==> config.mk <==
export PLATFORM = sky130hd
export DESIGN_NAME = addr_decoder
export DESIGN_NICKNAME = d
export VERILOG_FILES = /design/src/hdl/soc_pkg.sv /design/src/hdl/addr_decoder.sv
export SDC_FILE = /design/constraint.sdc
export NUM_CORES = 1
export LEC_CHECK = 0
export BUFFER_PORTS_ARGS = -buffer_cell sky130_fd_sc_hd__clkbuf_2
export CAP_MARGIN = 20
export CORE_AREA = 8 8 45 47
export DETAILED_ROUTE_END_ITERATION = 8
export DIE_AREA = 0 0 53 55
export PLACE_DENSITY_LB_ADDON = 0.15
export SYNTH_ARGS = -nofsm -noshare
export SYNTH_HDL_FRONTEND = slang
export SYNTH_SLANG_ARGS = --single-unit
==> constraint.sdc <==
create_clock -name vclk -period 1.5
set_clock_uncertainty 0.15 [all_clocks]
set_input_delay 0.225 -clock vclk [all_inputs]
set_output_delay 0.225 -clock vclk [all_outputs]
set_load 0.005 [all_outputs]
==> src/rom.hex <==
// 64 boot words b00700nn, then 8 vector words ec7000nn
// nn is the word index in the image
b0070000 b0070001 b0070002 b0070003 b0070004 b0070005 b0070006 b0070007
b0070008 b0070009 b007000a b007000b b007000c b007000d b007000e b007000f
b0070010 b0070011 b0070012 b0070013 b0070014 b0070015 b0070016 b0070017
b0070018 b0070019 b007001a b007001b b007001c b007001d b007001e b007001f
b0070020 b0070021 b0070022 b0070023 b0070024 b0070025 b0070026 b0070027
b0070028 b0070029 b007002a b007002b b007002c b007002d b007002e b007002f
b0070030 b0070031 b0070032 b0070033 b0070034 b0070035 b0070036 b0070037
b0070038 b0070039 b007003a b007003b b007003c b007003d b007003e b007003f
ec700040 ec700041 ec700042 ec700043 ec700044 ec700045 ec700046 ec700047

==> src/hdl/soc_pkg.sv <==
package soc_pkg;

  // slave chip selects
  typedef enum logic [3:0] {
    CS_NONE  = 4'h0,
    CS_VECT  = 4'h1,
    CS_ROM   = 4'h2,
    CS_IO    = 4'h4,
    CS_SSRAM = 4'h6
  } chip_sel_e;

  // master request, same shape for CPU and video
  typedef struct packed {
    logic [31:0] adr;
    logic [31:0] dat;
    logic [3:0]  sel;
    logic        we;
    logic        cyc;
  } bus_req_t;

  typedef struct packed {
    logic [31:0] dat;
    logic        ack;
  } bus_rsp_t;

  // address map
  localparam logic [31:0] VECT_BASE   = 32'hffff_ffe0;
  localparam int          VECT_WORDS  = 8;
  localparam int          VECT_AW     = $clog2(VECT_WORDS);
  localparam logic [31:0] ROM_BASE    = 32'hfffe_0000;
  localparam int          ROM_WORDS   = 64;
  localparam int          ROM_AW      = $clog2(ROM_WORDS);
  localparam int          IMAGE_WORDS = ROM_WORDS + VECT_WORDS;
  localparam int          IMAGE_AW    = $clog2(IMAGE_WORDS);
  localparam logic [31:0] IO_BASE     = 32'h2000_0800;
  localparam logic [31:0] IO_MASK     = 32'h0000_07ff;
  localparam logic [31:0] SSRAM_BASE  = 32'hc000_0000;
  localparam logic [31:0] SSRAM_MASK  = 32'h003f_ffff;
  localparam int          SSRAM_WORDS = 1024;
  localparam int          SSRAM_AW    = $clog2(SSRAM_WORDS);

  // io register byte offsets inside the 2 KB window
  localparam logic [10:0] IO_LED = 11'h000;
  localparam logic [10:0] IO_SW  = 11'h004;
  localparam logic [10:0] IO_ISR = 11'h008;
  localparam logic [10:0] IO_IER = 11'h00c;

  localparam int IRQ_W = 2;

  localparam string ROM_FILE = "/design/src/rom.hex";

endpackage
==> src/hdl/addr_decoder.sv <==
`timescale 1ns/1ns

module addr_decoder (
  input  soc_pkg::bus_req_t  cpu_req_i,
  output soc_pkg::chip_sel_e cs_o,
  output logic               fault_o
);

  import soc_pkg::*;

  chip_sel_e window;
  logic      rom_write;

  // priority order, vectors sit at the top of the ROM range
  always_comb begin
    if (cpu_req_i.adr >= VECT_BASE) begin
      window = CS_VECT;
    end else if (cpu_req_i.adr >= ROM_BASE) begin
      window = CS_ROM;
    end else if ((cpu_req_i.adr & ~IO_MASK) == IO_BASE) begin
      window = CS_IO;
    end else if ((cpu_req_i.adr & ~SSRAM_MASK) == SSRAM_BASE) begin
      window = CS_SSRAM;
    end else begin
      window = CS_NONE;
    end
  end

  // both ROMs are read only
  assign rom_write = cpu_req_i.we && (window == CS_VECT || window == CS_ROM);

  // refused writes are completed by the response mux like unmapped space
  assign cs_o = rom_write ? CS_NONE : window;

  assign fault_o = cpu_req_i.cyc && (window == CS_NONE || rom_write);

endmodule

Yosys cells after proc, flatten, opt, wreduce, memory -nomap -nowiden

Index checks and enable logic that the tools add are counted.

Input bits: 70
Word-level logic and storage cells: 16
Bits in registers: 0

Equality and inequality tests: 4
Magnitude comparators: 2
Reductions and logical operators: 5
Muxes and demuxes: 5

Operator list:

| kind                                                                    | number |
|---|---|
| 32-bit greater-or-equal comparator, second input constant               | 2 |
| 21-bit by 19-bit equality test with 1-bit output, second input constant | 1 |
| 10-bit equality test, second input constant                             | 1 |
| 3-bit 2-to-1 mux                                                        | 3 |
| 4-bit 2-to-1 mux                                                        | 2 |
| 4-bit by 1-bit equality test with 1-bit output, second input constant   | 1 |
| 4-bit by 2-bit equality test with 1-bit output, second input constant   | 1 |
| 4-bit zero test                                                         | 1 |
| 1-bit logical AND                                                       | 2 |
| 1-bit logical OR                                                        | 2 |

Longest topological paths before layout

Gate-level depths: netlist of the first run.

Word-level depth: 10
Depth in mapped cells: 4
Mapped depth without buffers: 4

Worst setup path after synthesis of the first run

Ideal clock, no wire load.

Path type: input -> output
Start: input cpu_req_i[61] (netlist bit)
End: output cs_o[1]
Buffers on the path: 0
Arrival: 968 ps
Stages: 4
Required time: 1125 ps
Path slack: 157 ps
Path through: nand4_1 > nor4_2 > and2b_1 > a2bb2oi_1

Word-level cells in the longest chain between the ends: 9
Elaborated cells on any way between the ends: 13
Classes of those cells: order compare: 2; eq/ne: 4; mux: 5; reduce/logical: 2

Ends and longest elaborated chain:

| element                                                                                                                 | line               | RTL |
|---|---|---|
| start: declaration                                                                                                      | addr_decoder.sv:4  | `input soc_pkg::bus_req_t cpu_req_i,` |
| parallel branches: the longest is 4 deep, another holds 32-bit greater-or-equal comparator                              | n/a                |  |
| 4-bit 2-to-1 mux (*)                                                                                                    | addr_decoder.sv:16 | `if (cpu_req_i.adr >= VECT_BASE) begin` |
| 4-bit by 1-bit equality test with 1-bit output / 4-bit by 2-bit equality test with 1-bit output (equally long branches) | addr_decoder.sv:30 | `assign rom_write = cpu_req_i.we && (window == CS_VECT \|\| window == CS_ROM);` |
| 1-bit logical OR                                                                                                        | addr_decoder.sv:30 |  |
| 1-bit logical AND                                                                                                       | addr_decoder.sv:30 |  |
| 4-bit 2-to-1 mux (*)                                                                                                    | addr_decoder.sv:33 | `assign cs_o = rom_write ? CS_NONE : window;` |
| end: declaration                                                                                                        | addr_decoder.sv:5  | `output soc_pkg::chip_sel_e cs_o,` |

Mark *: on every way between the ends.

Worst setup path in the final report of the first run

Start: input cpu_req_i[61] (netlist bit)
End: output fault_o

Word-level cells in the longest chain between the ends: 10
Elaborated cells on any way between the ends: 15
Classes of those cells: order compare: 2; eq/ne: 4; mux: 4; reduce/logical: 5

Ends and longest elaborated chain:

| element                                                                                                                 | line               | RTL |
|---|---|---|
| parallel branches: the longest is 4 deep, another holds 32-bit greater-or-equal comparator                              | n/a                |  |
| 4-bit 2-to-1 mux (*)                                                                                                    | addr_decoder.sv:16 |  |
| 4-bit by 1-bit equality test with 1-bit output / 4-bit by 2-bit equality test with 1-bit output (equally long branches) | addr_decoder.sv:30 |  |
| 1-bit logical OR                                                                                                        | addr_decoder.sv:30 |  |
| 1-bit logical AND                                                                                                       | addr_decoder.sv:30 |  |
| 1-bit logical OR (*)                                                                                                    | addr_decoder.sv:35 | `assign fault_o = cpu_req_i.cyc && (window == CS_NONE \|\| rom_write);` |
| 1-bit logical AND (*)                                                                                                   | addr_decoder.sv:35 |  |
| end: declaration                                                                                                        | addr_decoder.sv:6  | `output logic fault_o` |

Marked as above.

==> results of run 1 <==
[how the worst min path moves through the flow]
| stage | startpoint | to | slack, ns | depth (start not counted) |
|---|---|---|---|---|
| global route | cpu_req_i[0] | fault_o | 0.63 | 3 |
| global placement | cpu_req_i[0] | fault_o | 0.60 | 3 |
| floorplan | cpu_req_i[0] | fault_o | 0.43 | 1 |
| detailed placement | cpu_req_i[0] | fault_o | 0.60 | 3 |
| CTS | cpu_req_i[0] | fault_o | 0.60 | 3 |
| finish | cpu_req_i[0] | fault_o | 0.61 | 3 |
[cells in the mapped netlist]
cell and count:
nand4_1 7, nor2_1 2, nor3_1 2, nor4_1 2
nor4b_1 2, a21oi_1 1, a2bb2oi_1 1, and2_2 1
and2b_1 1, buf_4 1, conb_1 1, nand2_1 1
nand3_1 1, nand3b_1 1, nor3b_1 1, nor4_2 1
[metrics by stage]
step	instances	TNS [ns]	utilization	cell area [um^2]	hold WS, ns
after floorplan	26	0	-	167.7	0.4250
after global placement	79	-0.4533	0.2767	382.9	0.5977
after detailed placement	79	-0.3800	0.2767	382.9	0.6013
after CTS	80	-0.3340	0.3002	415.4	0.6013
after global routing	81	-0.6343	0.3363	465.4	0.6294
final	81	-0.1880	0.3363	465.4	0.6090
[routing by layer]
layer	up-vias	part of all wire	wire [um]
met3	0	0.17	168
li1	188	-	-
met1	146	0.40	388
met4	0	0	0
met5	-	0	0
met2	25	0.43	421
[power groups by stage]
stage	sequential [mW]	combinational (mW)	clock, mW
after floorplan	0	0.0130	0
after global placement	0	0.0641	0
after detailed placement	0	0.0643	0
after CTS	0	0.0680	0
after global routing	0	0.0860	0
final	0	0.0779	0
[cells in the final DEF, fill, tap and decap left out, drive strengths merged, types with 2 or more instances in the layout]
cell type,Yosys,routed
clkbuf,0,27
buf,1,13
nand4,7,7
nor4,3,3
nor3,2,2
nor2,2,2
nor4b,2,2
[cells by family (layout without fill, tap and decap cells)]
logic type	Yosys count	after routing	synth area share
simple gates	22	22	0.8508
compound gates	2	2	0.08207
other cells	1	1	0.02237
buf+inv	1	40	0.04479
[layout make-up]
type	count	area [um^2]
fill	149	918.4
multi-input combinational	25	190.2
tap	16	20.02
timing repair buffer	40	255.2
[critical path, delay by kind of cell]
| kind | cells | cell delay [ns] |
|---|---|---|
| buffers and inverters | 3 | 0.28 |
| and+or+nand+nor | 4 | 0.68 |
[timing repair]
| action | CTS | global route |
|---|---|---|
| gates cloned | 0 | 0 |
| endpoints found under the setup margin | 4 | 4 |
| pin swaps | 3 | 3 |
| buffers inserted | 1 | 1 |
| gates resized for setup | 4 | 10 |
==> Flow_metrics.wiki, run 1 <==
{| class="wikitable"
! Metric !! Value
|-
| Total congestion overflow after global routing || 0
|-
| Fraction of the cycle the final worst path needs || 1.042
|-
| Hold violation total from the final report || 0
|-
| Critical path endpoint category || output pin
|-
| Worst-path cell with the longest stage delay || nor4_2
|-
| Setup slack of the critical path after layout || -0.06329 ns
|-
| Crit path max fanout || 3
|-
| Leading area contributor after synthesis || nand4_1
|-
| Part of the power in registers || 0
|-
| Comb pwr share || 1.000
|-
| Met1 Track Usage GR || 0.07843
|-
| Pre-CTS setup slack || -0.1550 ns
|-
| Total Routing Usage GR || 0.06376
|-
| Number of design rule violations left after detail routing || 0
|-
| Share of the synthesized area in the top cell type || 0.2612
|-
| Setup repair after global routing missed its margin || yes
|-
| Number of nets produced by synthesis || 96
|-
| Total net switching power || 27.85 uW
|-
| Number of buffers added to fix hold violations after cts || 0
|-
| Gpl congestion || 0.7392
|-
| Class of the most critical hold timing path || input port to output pin
|-
| Number of I/O pins || 75
|-
| Layout overhead on the synthesized area || 177.6%
|-
| Worst path required time || 1.12 ns
|-
| Via count of the routed design || 359
|-
| Sw frac || 0.3576
|-
| First-pass GRT wire length || 1524 um
|-
| Post-synthesis instance area || 167.7 um^2
|-
| Internal power || 50.02 uW
|-
| Source of the critical timing path || cpu_req_i[61]
|-
| HPWL after detailed placement || 901.7 um
|-
| Seq_cells || 0
|-
| Die Y || 55 um
|-
| Status || finished, violations left
|-
| Number of clock buffer instances in the layout || 0
|-
| Power per Cell Area || 167.3 mW/mm^2
|-
| Final-report setup violation count || 3
|-
| Drt pass-1 iters || 1
|-
| Cell occurring most often along the worst timing path || buf_6
|-
| Initial core utilization || 0.1212
|-
| Die Width || 53 um
|-
| Row count || 14
|-
| Top cells by area in the synthesized netlist || nand4_1 26%, nor4b_1 10%, nor4_1 7.5%, nor4_2 7.5%, nor3_1 6.0%
|-
| Antenna-violating nets left || 0
|-
| Number of I/O port buffers || 33
|-
| Register area share after synthesis || 0
|-
| Fraction of final layout cells sized beyond drive strength 1 || 0.7385
|-
| Yosys warns || 0
|-
| Antenna violations before repair || 0
|-
| Total of max-cap violations || 0
|-
| Leakage power summed over all cells || 0.2228 nW
|-
| NumNets Final || 137
|-
| Worst setup SP type || input port
|-
| Average detailed-routed wire length per instance || 12.07 um
|-
| Max stage delay on crit path || 0.32 ns
|-
| Violated checks || negative setup slack
|-
| Post-layout min period || 1.563 ns
|-
| Iteration-0 DRC Markers || 0
|-
| Total Routed Length || 978 um
|-
| Total inserted antenna cells || 0
|-
| Combined flip-flop and latch cell area || 0 um^2
|-
| Post-synth cell types || 16
|-
| Type of the worst setup path || input port to output pin
|-
| Count of final max-slew check failures || 0
|-
| Fmax || 0.6397 GHz
|-
| Full die area || 0.002915 mm^2
|-
| Maximum number of pins on one net before global-route repair || 4
|-
| Cell-by-cell trace of the critical path || buf_6, nand4_1, nor4_2, and2b_2, buf_6, nor3b_1, buf_2
|-
| Worst Path Arrival || 1.19 ns
|-
| Share of power burned in the clock network || 0
|-
| Via count of the first global-routing pass || 402
|-
| Gr busiest metal || met2
|-
| Crit path capture || fault_o
|-
| GR Layer Usage met2 || 0.1074
|-
| Met3 Track Usage GR || 0.02674
|-
| Synthesized area per cell || 6.449 um^2
|-
| Cells after Synth || 26
|-
| Max rail drop VDD || 0.07113 mV
|-
| Total power after layout || 77.87 uW
|-
| Average vias per placed instance || 4.432
|-
| Core region area || 0.001384 mm^2
|}
Power figures use the tool's default switching activity.
==> run 2: changes to the inputs <==
--- a/config.mk
+++ b/config.mk
@@ -5,11 +5,12 @@
 export SDC_FILE = /design/constraint.sdc
 export NUM_CORES = 1
 export LEC_CHECK = 0
+export ABC_AREA = 1
 export BUFFER_PORTS_ARGS = -buffer_cell sky130_fd_sc_hd__clkbuf_2
 export CAP_MARGIN = 20
-export CORE_AREA = 8 8 45 47
+export CORE_MARGIN = 8
+export CORE_UTILIZATION = 24
 export DETAILED_ROUTE_END_ITERATION = 8
-export DIE_AREA = 0 0 53 55
 export PLACE_DENSITY_LB_ADDON = 0.15
 export SYNTH_ARGS = -nofsm -noshare
 export SYNTH_HDL_FRONTEND = slang
==> run 2 against run 1 <==
  * Cell area up 8.9%
  * Critical path depth up 1
  * Largest power group unchanged
  * Via count up 41%
  * The run now ends clean
  * Total power up 9.1%
  * Final cell count up 48%
  * Highest routed layer unchanged
  * Sequential share of layout area unchanged
  * Utilization up 5.8 points
  * Synthesized cell count rose to 2.8 times the previous value
==> Flow_metrics.wiki, run 2 <==
{| class="wikitable"
! Metric !! Value
|-
| Post-synth cell types || 15 (-1)
|-
| Full die area || 0.002775 mm^2 (-4.8%)
|-
| Combined flip-flop and latch cell area || 0 um^2 (unchanged)
|-
| Number of clock buffer instances in the layout || 0 (unchanged)
|-
| Fraction of the cycle the final worst path needs || 0.9137 (-0.1285)
|-
| Cell count after placement || 120 (+52%)
|-
| Total congestion overflow after global routing || 0 (unchanged)
|-
| Cell type group with the largest total delay on the critical path || simple AND/OR/NAND/NOR gates
|-
| Gpl congestion || 0.7814 (+5.7%)
|-
| Critical path endpoint category || output pin
|-
| Post-synthesis instance area || 322.8 um^2 (+93%)
|-
| Number of nets produced by synthesis || 143 (+49%)
|-
| Non-filler instance count after layout || 120 (+48%)
|-
| Antenna-violating nets left || 0 (unchanged)
|-
| Seq_cells || 0 (unchanged)
|-
| Die Width || 52.68 um (-0.61%)
|-
| Total inserted antenna cells || 0 (unchanged)
|-
| Total power after layout || 84.92 uW (+9.1%)
|-
| Setup repair after global routing missed its margin || yes
|-
| Core region area || 0.001285 mm^2 (-7.1%)
|-
| Number of design rule violations left after detail routing || 0 (unchanged)
|-
| Register area share after synthesis || 0 (unchanged)
|-
| Sw frac || 0.5058 (+0.1482)
|-
| Crit path max fanout || 4 (+1)
|-
| Status || finished clean
|-
| Worst path buffer plus inverter count || 3 (unchanged)
|-
| Maximum number of pins on one net before global-route repair || 5 (+1)
|-
| Row count || 13 (-1)
|-
| Fmax || 0.7296 GHz (+14%)
|-
| HPWL after detailed placement || 1022 um (+13%)
|-
| Max rail drop VDD || 0.05565 mV (-22%)
|-
| Leading area contributor after synthesis || nand2_1
|-
| Highest-count cells in the layout ignoring fill and taps || 33 x clkbuf_2, 23 x nand2_1, 19 x nor2_1
|-
| Final-report setup violation count || 0 (-3)
|-
| Cells after Synth || 73 (+180%)
|-
| Total Routing Usage GR || 0.07684 (+0.01308)
|-
| Share of the synthesized area in the top cell type || 0.2791 (+0.01788)
|-
| Total Routed Length || 1056 um (+8.0%)
|-
| Setup slack of the critical path after layout || 0.1294 ns (+0.1927 ns)
|-
| Type of the worst setup path || input port to output pin
|-
| Number of I/O port buffers || 33 (unchanged)
|-
| Worst-path cell with the longest stage delay || nand3b_2
|-
| Most instantiated library cell after synthesis || nand2_1
|-
| Iteration-0 DRC Markers || 4 (+4)
|-
| Share of power burned in the clock network || 0 (unchanged)
|-
| Number of setup buffers added after CTS || 0 (-1)
|-
| Hold slack final || 0.5246 ns (-0.08436 ns)
|-
| Via count of the routed design || 507 (+41%)
|-
| Die Y || 52.68 um (-4.2%)
|-
| Top cells by area in the synthesized netlist || nand2_1 28%, nor2_1 24%, inv_1 10%, nand3_1 7.8%, nand2_2 3.9%
|-
| Count of final max-slew check failures || 0 (unchanged)
|-
| First-pass GRT wire length || 1821 um (+19%)
|-
| Cell-by-cell trace of the critical path || clkbuf_2, nor2_2, nand2_2, nand3b_2, nand2_1, nand2_1, inv_1, clkbuf_2
|-
| Max stage delay on crit path || 0.22 ns (-0.10 ns)
|-
| Layout overhead on the synthesized area || 56.98%
|-
| Initial core utilization || 0.2512 (+0.1301)
|-
| Most numerous cell types in the synthesized netlist || 24 x nand2_1, 21 x nor2_1, 9 x inv_1
|-
| Average vias per placed instance || 4.225 (-4.7%)
|-
| Antenna violations before repair || 0 (unchanged)
|-
| Worst path required time || 1.12 ns (about the same)
|-
| Utilization of the core after routing || 0.3944 (+0.05800)
|-
| Total net switching power || 42.96 uW (+54%)
|-
| Part of the power in registers || 0 (unchanged)
|-
| Post-layout min period || 1.371 ns (-0.1927 ns)
|-
| Worst Path Arrival || 1.00 ns (-0.19 ns)
|-
| Worst setup SP type || input port
|-
| Internal power || 41.97 uW (-16%)
|-
| Class of the most critical hold timing path || input port to output pin
|-
| Post-cts repair resize count || 0 (-4)
|-
| Power per Cell Area || 167.6 mW/mm^2 (+0.17%)
|-
| Number of I/O pins || 75 (unchanged)
|-
| Leakage power summed over all cells || 0.3265 nW (+47%)
|-
| Number of buffers added to fix hold violations after cts || 0 (unchanged)
|-
| Leading cell type in the layout, fill and taps excluded || clkbuf_2
|-
| Drt pass-1 iters || 5 (+4)
|-
| Via count of the first global-routing pass || 490 (+22%)
|-
| Synthesized area per cell || 4.422 um^2 (-31%)
|-
| Comb pwr share || 1.000 (about the same)
|-
| Average detailed-routed wire length per instance || 8.800 um (-27%)
|-
| Yosys warns || 0 (unchanged)
|-
| Fraction of final layout cells sized beyond drive strength 1 || 0.4190 (-0.3194)
|-
| NumNets Final || 177 (+29%)
|-
| Total of max-cap violations || 0 (unchanged)
|-
| Pre-CTS setup slack || 0.08973 ns (+0.2447 ns)
|-
| Hold violation total from the final report || 0 (unchanged)
|}
-- run 2: cell types whose count changed after synthesis, sizes merged, moves of 3 or more --
cell	previous run	this run
nand2	1	26
nor2	2	24
inv	0	10
nand4	7	1
nand3	1	6
nor4	3	0
-- run 2: tightest hold or removal path, stage by stage --
cell and delay [ns]:
clkbuf_2 0.09, nor2_1 0.04, clkbuf_2 0.10
-- run 2: cell type report --
class / instances / area [um^2]
fill: 158 / 778.2
inverter: 10 / 37.54
multi-input combinational: 62 / 285.3
tap: 15 / 18.77
timing repair buffer: 33 / 165.2
-- run 2: kinds of logic after synthesis --
kind of cell	synth area share
simple gates	0.8489
other cells	0.01162
buf+inv	0.1395
-- run 2: per-layer routing --
layer	routed length, um	track usage
met1	445	0.1028
met2	478	0.1304
met3	131	0.01420
met4	0	0
met5	0	0
-- run 2: stage by stage --
stage	setup TNS, ns	cell area (um^2)
after CTS	0	499.2
final	0	506.7
after global routing	-0.01975	506.7
after floorplan	0	322.8
after detailed placement	0	499.2
after global placement	0	499.2
-- run 2: final timing paths --
kind	from	end	cells past startpoint
min	cpu_req_i[1]	cs_o[0]	3
max	cpu_req_i[63]	cs_o[1]	8
-- run 2: power groups by stage --
stage          clock network (mW)  registers [mW]  logic [mW]
2_1_floorplan                   0               0      0.0340
3_3_place_gp                    0               0      0.0823
3_5_place_dp                    0               0      0.0835
4_1_cts                         0               0      0.0840
5_1_grt                         0               0      0.0983
6_report                        0               0      0.0849
==> run 3: changes to the inputs <==
--- a/config.mk
+++ b/config.mk
@@ -6,11 +6,11 @@
 export NUM_CORES = 1
 export LEC_CHECK = 0
 export ABC_AREA = 1
-export BUFFER_PORTS_ARGS = -buffer_cell sky130_fd_sc_hd__clkbuf_2
 export CAP_MARGIN = 20
-export CORE_MARGIN = 8
-export CORE_UTILIZATION = 24
+export CORE_AREA = 2 2 39 41
 export DETAILED_ROUTE_END_ITERATION = 8
+export DIE_AREA = 0 0 41 43
+export DONT_BUFFER_PORTS = 1
 export PLACE_DENSITY_LB_ADDON = 0.15
 export SYNTH_ARGS = -nofsm -noshare
 export SYNTH_HDL_FRONTEND = slang
==> run 3 against run 2 <==
  * Cell area fell by 34%
  * Global-route usage is 0.71 points higher
  * Count of clock-buffer cells in the layout unchanged
  * Sequential cell count stayed put
  * Die area shrank 36%
  * Utilization fell by 15 points
  * Total power shrank 57%
  * First-iteration DRC count unchanged
  * Fmax grew 15%
  * Via count is 22% lower
  * Non-clock buffer count down 33
  * Largest power group unchanged
  * Highest routed layer unchanged
==> Flow_metrics.wiki, run 3 (synthesized netlist as in run 2, its figures left out) <==
{| class="wikitable"
! Metric !! Value
|-
| Non-filler instance count after layout || 88 (-27%)
|-
| Via count of the routed design || 396 (-22%)
|-
| Post-cts repair resize count || 0 (unchanged)
|-
| Total Routed Length || 772 um (-27%)
|-
| First-pass GRT wire length || 1104 um (-39%)
|-
| Launch instance of the worst min-delay path || cpu_req_i[1]
|-
| Fraction of final layout cells sized beyond drive strength 1 || 0.1111 (-0.3079)
|-
| Worst path required time || 1.12 ns (about the same)
|-
| Critical path endpoint category || output pin
|-
| Total of max-cap violations || 0 (unchanged)
|-
| Maximum number of pins on one net before global-route repair || 5 (unchanged)
|-
| Number of I/O port buffers || 0 (-100%)
|-
| Number of design rule violations left after detail routing || 0 (unchanged)
|-
| Post-layout min period || 1.192 ns (-0.1787 ns)
|-
| Die Y || 43 um (-18%)
|-
| Number of clock buffer instances in the layout || 0 (unchanged)
|-
| Type of the worst setup path || input port to output pin
|-
| Hold violation total from the final report || 0 (unchanged)
|-
| Max rail drop VDD || 0.03081 mV (-45%)
|-
| Total inserted antenna cells || 0 (unchanged)
|-
| Count of final max-slew check failures || 0 (unchanged)
|-
| Row count || 14 (+1)
|-
| Antenna violations before repair || 0 (unchanged)
|-
| Cell count after placement || 88 (-27%)
|-
| Number of I/O pins || 75 (unchanged)
|-
| NumNets Final || 144 (-19%)
|-
| Fraction of the cycle the final worst path needs || 0.7946 (-0.1191)
|-
| Combined flip-flop and latch cell area || 0 um^2 (unchanged)
|-
| Final-layout fill cell count || 171 (+8.2%)
|-
| Setup repair after global routing missed its margin || no
|-
| Iteration-0 DRC Markers || 4 (unchanged)
|-
| Via count of the first global-routing pass || 321 (-34%)
|-
| Antenna-violating nets left || 0 (unchanged)
|-
| Leakage power summed over all cells || 0.1873 nW (-43%)
|-
| Seq_cells || 0 (unchanged)
|-
| Destination of the worst hold path || cs_o[0]
|-
| Highest-count cells in the layout ignoring fill and taps || 24 x nand2_1, 21 x nor2_1, 9 x inv_1
|-
| Drt pass-1 iters || 4 (-1)
|-
| Core region area || 0.001384 mm^2 (+7.7%)
|-
| Worst Path Arrival || 0.82 ns (-0.18 ns)
|-
| Number of setup buffers added after CTS || 0 (unchanged)
|-
| Sum of negative setup slack || 0 ns (unchanged)
|-
| Average detailed-routed wire length per instance || 8.773 um (-0.31%)
|-
| Die Width || 41 um (-22%)
|-
| Leading cell type in the layout, fill and taps excluded || nand2_1
|-
| Full die area || 0.001763 mm^2 (-36%)
|-
| HPWL after detailed placement || 747.5 um (-27%)
|-
| Fmax || 0.8390 GHz (+15%)
|-
| Status || finished clean
|-
| WHS Path Cells || 1 (-2)
|-
| Crit path max fanout || 4 (unchanged)
|-
| Total Routing Usage GR || 0.08392 (+0.007080)
|-
| Class of the most critical hold timing path || input port to output pin
|-
| Total congestion overflow after global routing || 0 (unchanged)
|-
| Gpl congestion || 0.6813 (-13%)
|-
| Average vias per placed instance || 4.500 (+6.5%)
|-
| Layout overhead on the synthesized area || 3.876%
|-
| Final-report setup violation count || 0 (unchanged)
|-
| Number of buffers added to fix hold violations after cts || 0 (unchanged)
|-
| Initial core utilization || 0.2333 (-0.01794)
|-
| Worst setup SP type || input port
|-
| Power per Cell Area || 108.2 mW/mm^2 (-35%)
|}
run 3: cell types whose count changed in the layout (fill, tap and decap cells not counted):
| cell | before | now |
|---|---|---|
| nand2_1 | 23 | 24 |
| nor2_2 | 4 | 2 |
| nor2_1 | 19 | 21 |
| clkbuf_2 | 33 | 0 |
| nand2_2 | 3 | 2 |
run 3: final cells by class:
cell class	instances	area, um^2	share of cell area
Multi-Input combinational cell	62	277.8	0.8284
Inverter	10	37.54	0.1119
Tap cell	16	20.02	0.05970
run 3: critical path, cell delays in order:
cell      delay (ns)
nor2_1          0.08
nand2_1         0.10
nand3b_2        0.23
nand2_1         0.08
nand2_1         0.04
inv_1           0.06
run 3: through the flow:
| stage | utilization | hold slack [ns] | instance area, um^2 | setup WS (ns) | power, mW |
|---|---|---|---|---|---|
| 2_1_floorplan | - | 0.3311 | 322.8 | 0.3691 | 0.03396 |
| 3_3_place_gp | 0.2423 | 0.3346 | 335.3 | 0.2856 | 0.03694 |
| 6_report | 0.2423 | 0.3338 | 335.3 | 0.3081 | 0.03628 |
| 3_5_place_dp | 0.2423 | 0.3349 | 335.3 | 0.2972 | 0.03700 |
| 5_1_grt | 0.2423 | 0.3382 | 335.3 | 0.2433 | 0.04292 |
| 4_1_cts | 0.2423 | 0.3349 | 335.3 | 0.2942 | 0.03710 |
run 3: routing by layer:
layer  up-vias  track usage  part of all wire
met5         -            0                 0
met4         0            0                 0
met3         0      0.01047              0.13
met2        23       0.1250              0.42
met1       158       0.1329              0.44
li1        215            -                 -
run 3: worst max path at each step:
stage	cells past startpoint	from	slack (ns)	end
2_1_floorplan	6	cpu_req_i[63]	0.37	cs_o[1]
3_3_place_gp	6	cpu_req_i[63]	0.29	cs_o[1]
3_5_place_dp	6	cpu_req_i[66]	0.30	cs_o[1]
4_1_cts	6	cpu_req_i[63]	0.29	cs_o[1]
5_1_grt	5	cpu_req_i[64]	0.24	cs_o[2]
6_report	6	cpu_req_i[63]	0.31	cs_o[1]
run 3: power by group:
group | leakage, nW | switching [mW] | internal (mW) | total, mW
logic | 0.187 | 0.0217 | 0.0146 | 0.0363
registers | 0 | 0 | 0 | 0
clock network | 0 | 0 | 0 | 0
